**src/logic/ahb_lite_pkg.sv**
```systemverilog
// AHB-Lite protocol definitions
package ahb_lite_pkg;

  ////////////////////////////////////////////////////////////
  // Field widths
  ////////////////////////////////////////////////////////////

  // Transfer size, HSIZE
  localparam int hsize_w  = 3;
  // Burst type, HBURST
  localparam int hburst_w = 3;
  // Protection control, HPROT
  localparam int hprot_w  = 4;
  // Transfer type, HTRANS
  localparam int htrans_w = 2;

  ////////////////////////////////////////////////////////////
  // Transfer type encodings
  ////////////////////////////////////////////////////////////

  // No transfer wanted, slave answers OKAY with zero wait
  localparam logic [htrans_w-1:0] htrans_idle   = 2'b00;
  // Master inserts a gap inside a burst
  localparam logic [htrans_w-1:0] htrans_busy   = 2'b01;
  // First beat of a burst or a single transfer
  localparam logic [htrans_w-1:0] htrans_nonseq = 2'b10;
  // Remaining beats of a burst
  localparam logic [htrans_w-1:0] htrans_seq    = 2'b11;

  ////////////////////////////////////////////////////////////
  // Response encodings
  ////////////////////////////////////////////////////////////

  // Transfer completed
  localparam logic hresp_okay  = 1'b0;
  // Two-cycle error response
  localparam logic hresp_error = 1'b1;

endpackage

```
**src/logic/switch_map_pkg.sv**
```systemverilog
// Switch address map
package switch_map_pkg;

  ////////////////////////////////////////////////////////////
  // Arbitration
  ////////////////////////////////////////////////////////////

  // Width of a master priority, larger value wins
  localparam int prio_w      = 3;
  // Number of priority levels, one round-robin record each
  localparam int prio_levels = 2 ** prio_w;

  ////////////////////////////////////////////////////////////
  // Slave regions
  ////////////////////////////////////////////////////////////

  // Top address bits that pick a slave region
  localparam int region_bits = 2;

  // Base address of region s
  // Region index sits in the top region_bits of a plen wide address
  function automatic logic [63:0] region_base(input int unsigned s, input int unsigned plen);
    logic [63:0] base;
    base = 64'(s) << (plen - region_bits);
    return base;
  endfunction

endpackage

```
**src/logic/ahb_addr_decoder.sv**
```systemverilog
// AHB-Lite address decoder
module ahb_addr_decoder #(
  parameter int MASTERS = 3,
  parameter int SLAVES  = 3,
  parameter int PLEN    = 32
) (
  input  logic [MASTERS-1:0]                             mst_hsel,
  input  logic [MASTERS-1:0][PLEN-1:0]                   mst_haddr,
  input  logic [MASTERS-1:0][ahb_lite_pkg::htrans_w-1:0] mst_htrans,
  input  logic [MASTERS-1:0]                             mst_hmastlock,
  output logic [MASTERS-1:0][SLAVES-1:0]                 req_sel,
  output logic [MASTERS-1:0]                             can_switch,
  output logic [MASTERS-1:0]                             unmapped
);
  import ahb_lite_pkg::*;
  import switch_map_pkg::*;

  ////////////////////////////////////////////////////////////
  // Per-master decode
  ////////////////////////////////////////////////////////////

  // Region field of each master address
  logic [MASTERS-1:0][region_bits-1:0] region;
  // Selected and not IDLE
  logic [MASTERS-1:0]                  valid;

  genvar m, s;

  for (m = 0; m < MASTERS; m++) begin : g_mst
    assign region[m] = mst_haddr[m][PLEN-1 -: region_bits];

    // BUSY counts as valid, it keeps the slave port owned
    assign valid[m] = mst_hsel[m] && (mst_htrans[m] != htrans_idle);

    // One compare per slave region
    for (s = 0; s < SLAVES; s++) begin : g_slv
      localparam logic [PLEN-1:0] base = PLEN'(region_base(s, PLEN));

      assign req_sel[m][s] = valid[m] && (region[m] == base[PLEN-1 -: region_bits]);
    end

    // Valid transfer that hits no slave region
    assign unmapped[m] = valid[m] && !(|req_sel[m]);

    // Owner may be replaced outside locked sequences and burst continuations
    assign can_switch[m] = !mst_hmastlock[m] &&
                           (mst_htrans[m] != htrans_seq) &&
                           (mst_htrans[m] != htrans_busy);
  end

endmodule

```
**src/logic/ahb_response_router.sv**
```systemverilog
// AHB-Lite response router
module ahb_response_router #(
  parameter int MASTERS = 3,
  parameter int SLAVES  = 3,
  parameter int XLEN    = 32
) (
  input  logic                            HCLK,
  input  logic                            HRESETn,

  // Decode and grant state
  input  logic [MASTERS-1:0][SLAVES-1:0]  req_sel,
  input  logic [MASTERS-1:0]              unmapped,
  input  logic [SLAVES-1:0][MASTERS-1:0]  granted_master,

  // Slave responses
  input  logic [SLAVES-1:0][XLEN-1:0]     slv_hrdata,
  input  logic [SLAVES-1:0]               slv_hready,
  input  logic [SLAVES-1:0]               slv_hresp,

  // Master responses
  output logic [MASTERS-1:0][XLEN-1:0]    mst_hrdata,
  output logic [MASTERS-1:0]              mst_hreadyout,
  output logic [MASTERS-1:0]              mst_hresp
);
  import ahb_lite_pkg::*;

  localparam int sidx_w = (SLAVES > 1) ? $clog2(SLAVES) : 1;

  genvar m;

  for (m = 0; m < MASTERS; m++) begin : g_mst
    // Requested slave in the address phase
    logic [sidx_w-1:0] req_idx;
    logic              req_any;
    logic              addr_ok;
    // Slave that owns the data phase
    logic [sidx_w-1:0] dp_idx;
    logic              dp_busy;
    logic              dp_ready;
    logic              slave_done;
    // Data phase finished at the slave while the master was stalled
    logic              dp_held;
    logic [XLEN-1:0]   held_rdata;
    logic              held_resp;
    // Two-cycle ERROR for unmapped addresses
    logic              err_first;
    logic              err_last;

    ////////////////////////////////////////////////////////////
    // Address phase
    ////////////////////////////////////////////////////////////

    // Regions are disjoint, at most one bit set
    always_comb begin
      req_idx = '0;
      for (int s = 0; s < SLAVES; s++) begin
        if (req_sel[m][s]) begin
          req_idx = sidx_w'(s);
        end
      end
    end

    assign req_any = |req_sel[m];

    // Stall until granted and the slave can take a new address
    assign addr_ok = !req_any || (granted_master[req_idx][m] && slv_hready[req_idx]);

    ////////////////////////////////////////////////////////////
    // Data phase
    ////////////////////////////////////////////////////////////

    assign slave_done = dp_busy && !dp_held && slv_hready[dp_idx];

    always_comb begin
      if (err_first) begin
        dp_ready = 1'b0;
      end else if (err_last || dp_held || !dp_busy) begin
        dp_ready = 1'b1;
      end else begin
        dp_ready = slv_hready[dp_idx];
      end
    end

    assign mst_hreadyout[m] = dp_ready && addr_ok;

    assign mst_hrdata[m] = dp_held ? held_rdata : slv_hrdata[dp_idx];

    assign mst_hresp[m] = (err_first || err_last) ? hresp_error :
                          dp_held                 ? held_resp   :
                          dp_busy                 ? slv_hresp[dp_idx] :
                                                    hresp_okay;

    // New data phase on every accepted address phase
    always_ff @(posedge HCLK or negedge HRESETn) begin
      if (!HRESETn) begin
        dp_busy   <= 1'b0;
        dp_idx    <= '0;
        dp_held   <= 1'b0;
        err_first <= 1'b0;
        err_last  <= 1'b0;
      end else if (mst_hreadyout[m]) begin
        dp_busy   <= req_any;
        dp_idx    <= req_idx;
        dp_held   <= 1'b0;
        err_first <= unmapped[m];
        err_last  <= 1'b0;
      end else begin
        // ERROR moves from ready low to ready high
        if (err_first) begin
          err_first <= 1'b0;
          err_last  <= 1'b1;
        end
        if (slave_done) begin
          dp_held <= 1'b1;
        end
      end
    end

    // Capture the response the master has not seen yet
    always_ff @(posedge HCLK) begin
      if (!mst_hreadyout[m] && slave_done) begin
        held_rdata <= slv_hrdata[dp_idx];
        held_resp  <= slv_hresp[dp_idx];
      end
    end
  end

endmodule

```
**src/logic/ahb_slave_port.sv**
```systemverilog
// AHB-Lite slave port arbiter
module ahb_slave_port #(
  parameter int MASTERS = 3,
  parameter int PLEN    = 32,
  parameter int XLEN    = 32
) (
  input  logic                                           HCLK,
  input  logic                                           HRESETn,

  // Requests and priorities of all masters
  input  logic [MASTERS-1:0]                             req_sel_col,
  input  logic [MASTERS-1:0][switch_map_pkg::prio_w-1:0] mst_priority,

  // Address and write-data phases of all masters
  input  logic [MASTERS-1:0][PLEN-1:0]                   mst_haddr,
  input  logic [MASTERS-1:0][XLEN-1:0]                   mst_hwdata,
  input  logic [MASTERS-1:0]                             mst_hwrite,
  input  logic [MASTERS-1:0][ahb_lite_pkg::hsize_w-1:0]  mst_hsize,
  input  logic [MASTERS-1:0][ahb_lite_pkg::hburst_w-1:0] mst_hburst,
  input  logic [MASTERS-1:0][ahb_lite_pkg::hprot_w-1:0]  mst_hprot,
  input  logic [MASTERS-1:0][ahb_lite_pkg::htrans_w-1:0] mst_htrans,
  input  logic [MASTERS-1:0]                             mst_hmastlock,
  input  logic [MASTERS-1:0]                             can_switch,
  input  logic                                           slv_hready,

  // Layer toward the slave
  output logic                                           slv_hsel,
  output logic [PLEN-1:0]                                slv_haddr,
  output logic [XLEN-1:0]                                slv_hwdata,
  output logic                                           slv_hwrite,
  output logic [ahb_lite_pkg::hsize_w-1:0]               slv_hsize,
  output logic [ahb_lite_pkg::hburst_w-1:0]              slv_hburst,
  output logic [ahb_lite_pkg::hprot_w-1:0]               slv_hprot,
  output logic [ahb_lite_pkg::htrans_w-1:0]              slv_htrans,
  output logic                                           slv_hmastlock,
  output logic [MASTERS-1:0]                             granted_master
);
  import ahb_lite_pkg::*;
  import switch_map_pkg::*;

  localparam int midx_w = (MASTERS > 1) ? $clog2(MASTERS) : 1;

  // Highest requested level and its requesters
  logic [prio_w-1:0]   top_prio;
  logic [MASTERS-1:0]  top_req;
  logic                has_req;
  // Last master granted at each level
  logic [midx_w-1:0]   last_idx [prio_levels];
  // Address owner, next owner, write-data owner
  logic [midx_w-1:0]   grant_idx;
  logic [midx_w-1:0]   next_idx;
  logic [midx_w-1:0]   wdata_idx;
  logic                owner_switch;
  logic                grant_move;
  // Owner already has an accepted beat on this layer
  logic                burst_open;
  logic [htrans_w-1:0] owner_htrans;

  ////////////////////////////////////////////////////////////
  // Arbitration
  ////////////////////////////////////////////////////////////

  // Highest priority among requesters
  always_comb begin
    top_prio = '0;
    for (int n = 0; n < MASTERS; n++) begin
      if (req_sel_col[n] && (mst_priority[n] > top_prio)) begin
        top_prio = mst_priority[n];
      end
    end
  end

  // Requesters at that level only
  always_comb begin
    for (int n = 0; n < MASTERS; n++) begin
      top_req[n] = req_sel_col[n] && (mst_priority[n] == top_prio);
    end
  end

  assign has_req = |top_req;

  // Round-robin search, starting after the last grant at this level
  // Scan runs backwards so the nearest candidate is written last
  always_comb begin : rr_search
    int cand;
    next_idx = grant_idx;
    for (int n = MASTERS; n >= 1; n--) begin
      cand = int'(last_idx[top_prio]) + n;
      if (cand >= MASTERS) begin
        cand = cand - MASTERS;
      end
      if (top_req[cand]) begin
        next_idx = midx_w'(cand);
      end
    end
  end

  // One-hot grant to index
  always_comb begin
    grant_idx = '0;
    for (int n = 0; n < MASTERS; n++) begin
      if (granted_master[n]) begin
        grant_idx = midx_w'(n);
      end
    end
  end

  // Grant frozen while the slave stalls or the owner is mid-burst
  assign owner_switch = slv_hready && can_switch[grant_idx];
  assign grant_move   = owner_switch && has_req && (next_idx != grant_idx);

  always_ff @(posedge HCLK or negedge HRESETn) begin
    if (!HRESETn) begin
      granted_master <= MASTERS'(1);
      for (int l = 0; l < prio_levels; l++) begin
        last_idx[l] <= '0;
      end
    end else if (owner_switch && has_req) begin
      granted_master      <= MASTERS'(1) << next_idx;
      last_idx[top_prio]  <= next_idx;
    end
  end

  // Write data belongs to the owner of the last accepted address phase
  always_ff @(posedge HCLK or negedge HRESETn) begin
    if (!HRESETn) begin
      wdata_idx <= '0;
    end else if (slv_hready) begin
      wdata_idx <= grant_idx;
    end
  end

  // Burst tracking, cleared when the layer changes hands
  always_ff @(posedge HCLK or negedge HRESETn) begin
    if (!HRESETn) begin
      burst_open <= 1'b0;
    end else if (slv_hready) begin
      if (grant_move) begin
        burst_open <= 1'b0;
      end else begin
        burst_open <= slv_hsel && (slv_htrans != htrans_idle);
      end
    end
  end

  ////////////////////////////////////////////////////////////
  // Address and data multiplexer
  ////////////////////////////////////////////////////////////

  // Owner only selects this slave when its address hits this region
  assign slv_hsel     = req_sel_col[grant_idx];
  assign owner_htrans = mst_htrans[grant_idx];

  // A burst entering mid-way starts as NONSEQ on this layer
  always_comb begin
    slv_htrans = owner_htrans;
    if (!slv_hsel) begin
      slv_htrans = htrans_idle;
    end else if (!burst_open && (owner_htrans == htrans_seq)) begin
      slv_htrans = htrans_nonseq;
    end
  end

  assign slv_haddr     = mst_haddr[grant_idx];
  assign slv_hwrite    = mst_hwrite[grant_idx];
  assign slv_hsize     = mst_hsize[grant_idx];
  assign slv_hburst    = mst_hburst[grant_idx];
  assign slv_hprot     = mst_hprot[grant_idx];
  assign slv_hmastlock = mst_hmastlock[grant_idx];
  assign slv_hwdata    = mst_hwdata[wdata_idx];

endmodule

```
**src/logic/ahb_switch_top.sv**
```systemverilog
// AHB-Lite multi-layer switch
module ahb_switch_top #(
  parameter int MASTERS = 3,
  parameter int SLAVES  = 3,
  parameter int PLEN    = 32,
  parameter int XLEN    = 32
) (
  input  logic                                           HCLK,
  input  logic                                           HRESETn,

  // Master side
  input  logic [MASTERS-1:0]                             mst_hsel,
  input  logic [MASTERS-1:0][PLEN-1:0]                   mst_haddr,
  input  logic [MASTERS-1:0][XLEN-1:0]                   mst_hwdata,
  input  logic [MASTERS-1:0]                             mst_hwrite,
  input  logic [MASTERS-1:0][ahb_lite_pkg::hsize_w-1:0]  mst_hsize,
  input  logic [MASTERS-1:0][ahb_lite_pkg::hburst_w-1:0] mst_hburst,
  input  logic [MASTERS-1:0][ahb_lite_pkg::hprot_w-1:0]  mst_hprot,
  input  logic [MASTERS-1:0][ahb_lite_pkg::htrans_w-1:0] mst_htrans,
  input  logic [MASTERS-1:0]                             mst_hmastlock,
  input  logic [MASTERS-1:0][switch_map_pkg::prio_w-1:0] mst_priority,
  output logic [MASTERS-1:0][XLEN-1:0]                   mst_hrdata,
  output logic [MASTERS-1:0]                             mst_hreadyout,
  output logic [MASTERS-1:0]                             mst_hresp,

  // Slave side
  output logic [SLAVES-1:0]                              slv_hsel,
  output logic [SLAVES-1:0][PLEN-1:0]                    slv_haddr,
  output logic [SLAVES-1:0][XLEN-1:0]                    slv_hwdata,
  output logic [SLAVES-1:0]                              slv_hwrite,
  output logic [SLAVES-1:0][ahb_lite_pkg::hsize_w-1:0]   slv_hsize,
  output logic [SLAVES-1:0][ahb_lite_pkg::hburst_w-1:0]  slv_hburst,
  output logic [SLAVES-1:0][ahb_lite_pkg::hprot_w-1:0]   slv_hprot,
  output logic [SLAVES-1:0][ahb_lite_pkg::htrans_w-1:0]  slv_htrans,
  output logic [SLAVES-1:0]                              slv_hmastlock,
  input  logic [SLAVES-1:0][XLEN-1:0]                    slv_hrdata,
  input  logic [SLAVES-1:0]                              slv_hready,
  input  logic [SLAVES-1:0]                              slv_hresp
);

  // Decoder results
  logic [MASTERS-1:0][SLAVES-1:0] req_sel;
  logic [MASTERS-1:0]             can_switch;
  logic [MASTERS-1:0]             unmapped;
  // One-hot owner per slave layer
  logic [SLAVES-1:0][MASTERS-1:0] granted_master;

  ahb_addr_decoder #(
    .MASTERS (MASTERS),
    .SLAVES  (SLAVES),
    .PLEN    (PLEN)
  ) u_decoder (
    .mst_hsel      (mst_hsel),
    .mst_haddr     (mst_haddr),
    .mst_htrans    (mst_htrans),
    .mst_hmastlock (mst_hmastlock),
    .req_sel       (req_sel),
    .can_switch    (can_switch),
    .unmapped      (unmapped)
  );

  ////////////////////////////////////////////////////////////
  // One arbiter and multiplexer per slave layer
  ////////////////////////////////////////////////////////////

  genvar s, m;

  for (s = 0; s < SLAVES; s++) begin : g_slave_port
    // Column s of the request matrix
    logic [MASTERS-1:0] req_sel_col;

    for (m = 0; m < MASTERS; m++) begin : g_col
      assign req_sel_col[m] = req_sel[m][s];
    end

    ahb_slave_port #(
      .MASTERS (MASTERS),
      .PLEN    (PLEN),
      .XLEN    (XLEN)
    ) u_port (
      .HCLK           (HCLK),
      .HRESETn        (HRESETn),
      .req_sel_col    (req_sel_col),
      .mst_priority   (mst_priority),
      .mst_haddr      (mst_haddr),
      .mst_hwdata     (mst_hwdata),
      .mst_hwrite     (mst_hwrite),
      .mst_hsize      (mst_hsize),
      .mst_hburst     (mst_hburst),
      .mst_hprot      (mst_hprot),
      .mst_htrans     (mst_htrans),
      .mst_hmastlock  (mst_hmastlock),
      .can_switch     (can_switch),
      .slv_hready     (slv_hready[s]),
      .slv_hsel       (slv_hsel[s]),
      .slv_haddr      (slv_haddr[s]),
      .slv_hwdata     (slv_hwdata[s]),
      .slv_hwrite     (slv_hwrite[s]),
      .slv_hsize      (slv_hsize[s]),
      .slv_hburst     (slv_hburst[s]),
      .slv_hprot      (slv_hprot[s]),
      .slv_htrans     (slv_htrans[s]),
      .slv_hmastlock  (slv_hmastlock[s]),
      .granted_master (granted_master[s])
    );
  end

  ahb_response_router #(
    .MASTERS (MASTERS),
    .SLAVES  (SLAVES),
    .XLEN    (XLEN)
  ) u_router (
    .HCLK           (HCLK),
    .HRESETn        (HRESETn),
    .req_sel        (req_sel),
    .unmapped       (unmapped),
    .granted_master (granted_master),
    .slv_hrdata     (slv_hrdata),
    .slv_hready     (slv_hready),
    .slv_hresp      (slv_hresp),
    .mst_hrdata     (mst_hrdata),
    .mst_hreadyout  (mst_hreadyout),
    .mst_hresp      (mst_hresp)
  );

endmodule

```
**config.mk**
```make
export PLATFORM = sky130hd
export DESIGN_NAME = ahb_switch_top
export DESIGN_NICKNAME = d
export VERILOG_FILES = /design/src/logic/ahb_lite_pkg.sv /design/src/logic/switch_map_pkg.sv /design/src/logic/ahb_addr_decoder.sv /design/src/logic/ahb_response_router.sv /design/src/logic/ahb_slave_port.sv /design/src/logic/ahb_switch_top.sv
export SDC_FILE = /design/constraint.sdc
export NUM_CORES = 1
export LEC_CHECK = 0
export BUFFER_PORTS_ARGS = -buffer_cell sky130_fd_sc_hd__buf_2
export CAP_MARGIN = 5
export CORE_AREA = 5 5 268 270
export CTS_BUF_LIST = sky130_fd_sc_hd__clkbuf_8
export DETAILED_ROUTE_END_ITERATION = 10
export DIE_AREA = 0 0 273 275
export GPL_TIMING_DRIVEN = 1
export SETUP_SLACK_MARGIN = 0.5
export SLEW_MARGIN = 20
export SYNTH_ARGS = -nofsm -noshare
export SYNTH_HDL_FRONTEND = slang
export SYNTH_SLANG_ARGS = --single-unit
```
**constraint.sdc**
```tcl
create_clock -name HCLK -period 5.3 [get_ports HCLK]
set_input_delay 1.06 -clock HCLK [delete_from_list [all_inputs] [get_ports HCLK]]
set_output_delay 1.06 -clock HCLK [all_outputs]
set_load 0.005 [all_outputs]
```
==> impl_summary.md <==
Detailed routing
The first routing iteration left 1,406 violations. Dividing the detail-routed wire length by the instance count gives 22.45 um. After detailed routing, the total wire length is 88.35 mm.

For this run, the detailed router's first-pass iteration total came to 6. The final route contains 20,180 vias. Dividing the detail-routed via count by the number of cells gives 5.128.

After detailed routing, the number of remaining DRC violations is 0. The count of nets left with antenna violations once routing finished came out at 0.

Timing
The total count of hold-check failures in the final report came to 0. Once routing completed, OpenROAD measured the worst setup slack at -0.3974 ns. The worst path in the final design needs a cycle of 5.697 ns, including I/O delays and setup. The share of the clock period used by the worst path after layout is 107.5%.

The clock tree skew after final layout is 0.03505 ns. Setup repair after global routing could not meet its margin everywhere. The number of pins exceeding their max-slew limit in the final report came to 0. The transition time of the tightest slew-check pin is 1.014 ns.

Static timing analysis puts the maximum clock frequency at 0.1755 GHz. Headroom to the max-slew limit came out at 32.42%. The worst hold slack after final layout is 0.5206 ns. The final number of setup-violating endpoints is 60.

Global routing
The initial antenna violation count is 35. The first global-routing pass estimated 126.8 mm of wire. The total global-route track usage is 21.84%.

Entering global routing, the biggest net connects 102 pins. The total congestion overflow is 0. The number of global-route vias before repair is 19,431.

Synthesis
The cell accounting for the most synthesized area is mux2i_1. The number of enable flip-flop cells after synthesis is 99. The dominant register cell in the synthesized netlist is edfxtp_1. The Yosys step of the flow raised 0 warnings. After synthesis, flip-flops and latches occupy 28.01% of the total area. The average cell area after synthesis is 8.452 um^2. The synthesized design contains 183 register bits.

By area the synthesized netlist is led by mux2i_1, edfxtp_1, dfrtp_1. The combined area of all synthesized cells is 18,130 um^2. The top cell type's share of synthesized area is 19.77%.

The number of unique standard cell types used by synthesis is 103. The synthesized netlist net count is 2,519. Of all flip-flops after synthesis, the portion carrying an async set or reset was 45.90%. The gate count of the mapped netlist is 2,145.

Worst setup path
Of all nets on the critical path, the largest fanout is 7. STA classifies the critical path startpoint as an input port. The critical path class is input port to flip-flop. At the worst endpoint, the required time is 5.69 ns. The slowest stage of the critical path belongs to the cell ha_4. The cell that appears most often on the critical path is ha_4.

The worst setup path is captured at a flip-flop. The delay contributed by the slowest stage of the critical path is 0.33 ns. The arrival time of data at the critical path endpoint is 6.08 ns.

Finish
With fillers left out, the area of the finished cells amounts to 25,790 um^2. From synthesis to final layout, the design area changed by 42.24%. In the layout the commonest cells are buf_2, nand2_1, o21ai_0. The share of layout cells above drive strength 1 is 45.85%. The number of nets at the end of the flow is 3,340. The most common cell after layout, fill and taps aside is buf_2.

The post-route core utilization is 37.21%.

Pwr
The total power is 0.006773 W. The static leakage power is 10.42 nW. The total power density per cell area is 262.6 nW/um^2. IR analysis of the VDD net gives a maximum drop of 0.0001941 V.

Clocking
The total CTS buffers is 17. The clock tree root driver cell is clkbuf_8. The H-tree depth is 4.

The longest clock path from root to sink contains 2 buffers. The latest clock arrival within the worst-skew pair is 0.53 ns. The hold buffer count at cts is 0. TritonCTS built the clock tree. The clock drives 183 sinks. The register clock-pin slew on the reported worst setup and hold paths is 0.10 ns.

Status
The checks that failed: negative setup slack. The run finished, with violations left.

Die
During I/O placement, the number of pins put on the boundary was 689. In this run the horizontal extent of the chip is 273 um. The die covers 75,080 um^2.

The initialized floorplan defines 97 standard-cell rows. The floorplan core area is 69,300 um^2. The starting utilization of the core area is 26.16%.

The height of the chip is 275 um.

Placed design
The placed instances occupy a cell area of 24,250 um^2. The pre-CTS worst setup slack is -1.120 ns. The number of buffers added on ports is 688. The final weighted congestion in routability-driven placement is 0.9570. The HPWL after detailed placement is 68.42 mm.

Run
The tool flagged a number of max-cap violations equal to 0.

Worst hold path
The tightest min-delay check is of the flip-flop to flip-flop type.
-- worst max-delay path, delay by kind of cell --
family,cells,cell delay [ns]
AO/OA/AOI/OAI,10,1.93
adder cells (fa/ha/maj),3,0.74
buffers and inverters,7,0.75
multiplexers,3,0.82
AND/OR/NAND/NOR,6,0.78
-- flip-flops by register name, summed over array words and instances, names as in the netlist --
register                            cells
g_slave_port.u_port.wdata_idx           6
g_slave_port.u_port.burst_open          3
u_router.g_mst.dp_held                  3
u_router.g_mst.dp_busy                  3
g_slave_port.u_port.granted_master      9
g_slave_port.u_port.last_idx           48
u_router.g_mst.dp_idx                   6
u_router.g_mst.held_resp                3
u_router.g_mst.err_last                 3
u_router.g_mst.held_rdata              96
u_router.g_mst.err_first                3
-- where the power goes --
part	internal [W]	switching, W	leakage (nW)	total (W)
clock	0.000369	0.000666	0.212	0.00104
combinational	0.00173	0.00217	8.21	0.00390
sequential	0.00165	0.000192	1.99	0.00184
-- cells by family after synthesis --
group | count (synthesis) | synth area share (%)
xor gates and xnor gates | 13 | 0.6280
buffers and inverters | 227 | 5.500
adders and majority gates | 24 | 1.656
DFF | 183 | 28.01
muxes | 517 | 29.99
and+or+nand+nor | 622 | 15.25
AOI/OAI and AO/OA | 559 | 18.96
-- metrics by stage --
step                      instances  setup TNS, ns
after floorplan                2145         -49.90
after global placement         3833         -57.73
after detailed placement       3833         -62.38
after CTS                      3908         -11.21
after global routing           3932         -25.66
final                          3935         -17.28
-- synth_stat cells (all sizes together) (12+ instances only) --
library cell  instances
dfrtp                81
mux2i               360
inv                  51
a211o                13
nand2b               16
and3                 12
nor3                 26
nor2b                19
nor2                 84
nand2               390
nand3                20
a21oi                37
clkbuf              112
o21ai               381
edfxtp               99
buf                  63
mux2                157
o211ai               24
ha                   24
-- final timing paths --
| check | to | slack (ns) | startpoint | cells past startpoint |
|---|---|---|---|---|
| hold / removal | g_slave_port[1].u_port.granted_master[0] | 0.52 | g_slave_port[1].u_port.granted_master[0] | 2 |
| max in group asynchronous | g_slave_port[1].u_port.granted_master[2] | 3.72 | HRESETn | 2 |
| setup / recovery | g_slave_port[1].u_port.last_idx[6] | -0.40 | mst_haddr[31] | 29 |
| min in group asynchronous | g_slave_port[2].u_port.granted_master[2] | 0.54 | HRESETn | 1 |
| setup reg to reg | g_slave_port[0].u_port.last_idx[9] | 2.30 | g_slave_port[0].u_port.granted_master[2] | 9 |
| hold reg to reg | g_slave_port[1].u_port.granted_master[0] | 0.52 | g_slave_port[1].u_port.granted_master[0] | 2 |
-- what timing repair did --
action                                  CTS  global route
endpoints found under the hold margin     0             0
endpoints found under the setup margin   60            60
setup buffers                            40            11
gates resized for setup                 107            53
pin swaps                                70            44
gates cloned                              3             0
-- cell type report --
class / count / area, um^2
tap: 940 / 1176
timing repair buffer: 974 / 5781
antenna: 16 / 40.04
sequential: 183 / 5110
clock inverter: 15 / 191.4
clock buffer: 17 / 234.0
multi-input combinational: 1738 / 13050
fill: 7160 / 43510
inverter: 52 / 205.2
-- per-layer routing --
layer	GRT usage (%)	part of all wire, %
met5	0	0.20
met4	9.916	4.7
met3	4.631	7.3
met2	38.69	50
met1	25.34	38
No activity file was read; power rests on OpenSTA's default activity.
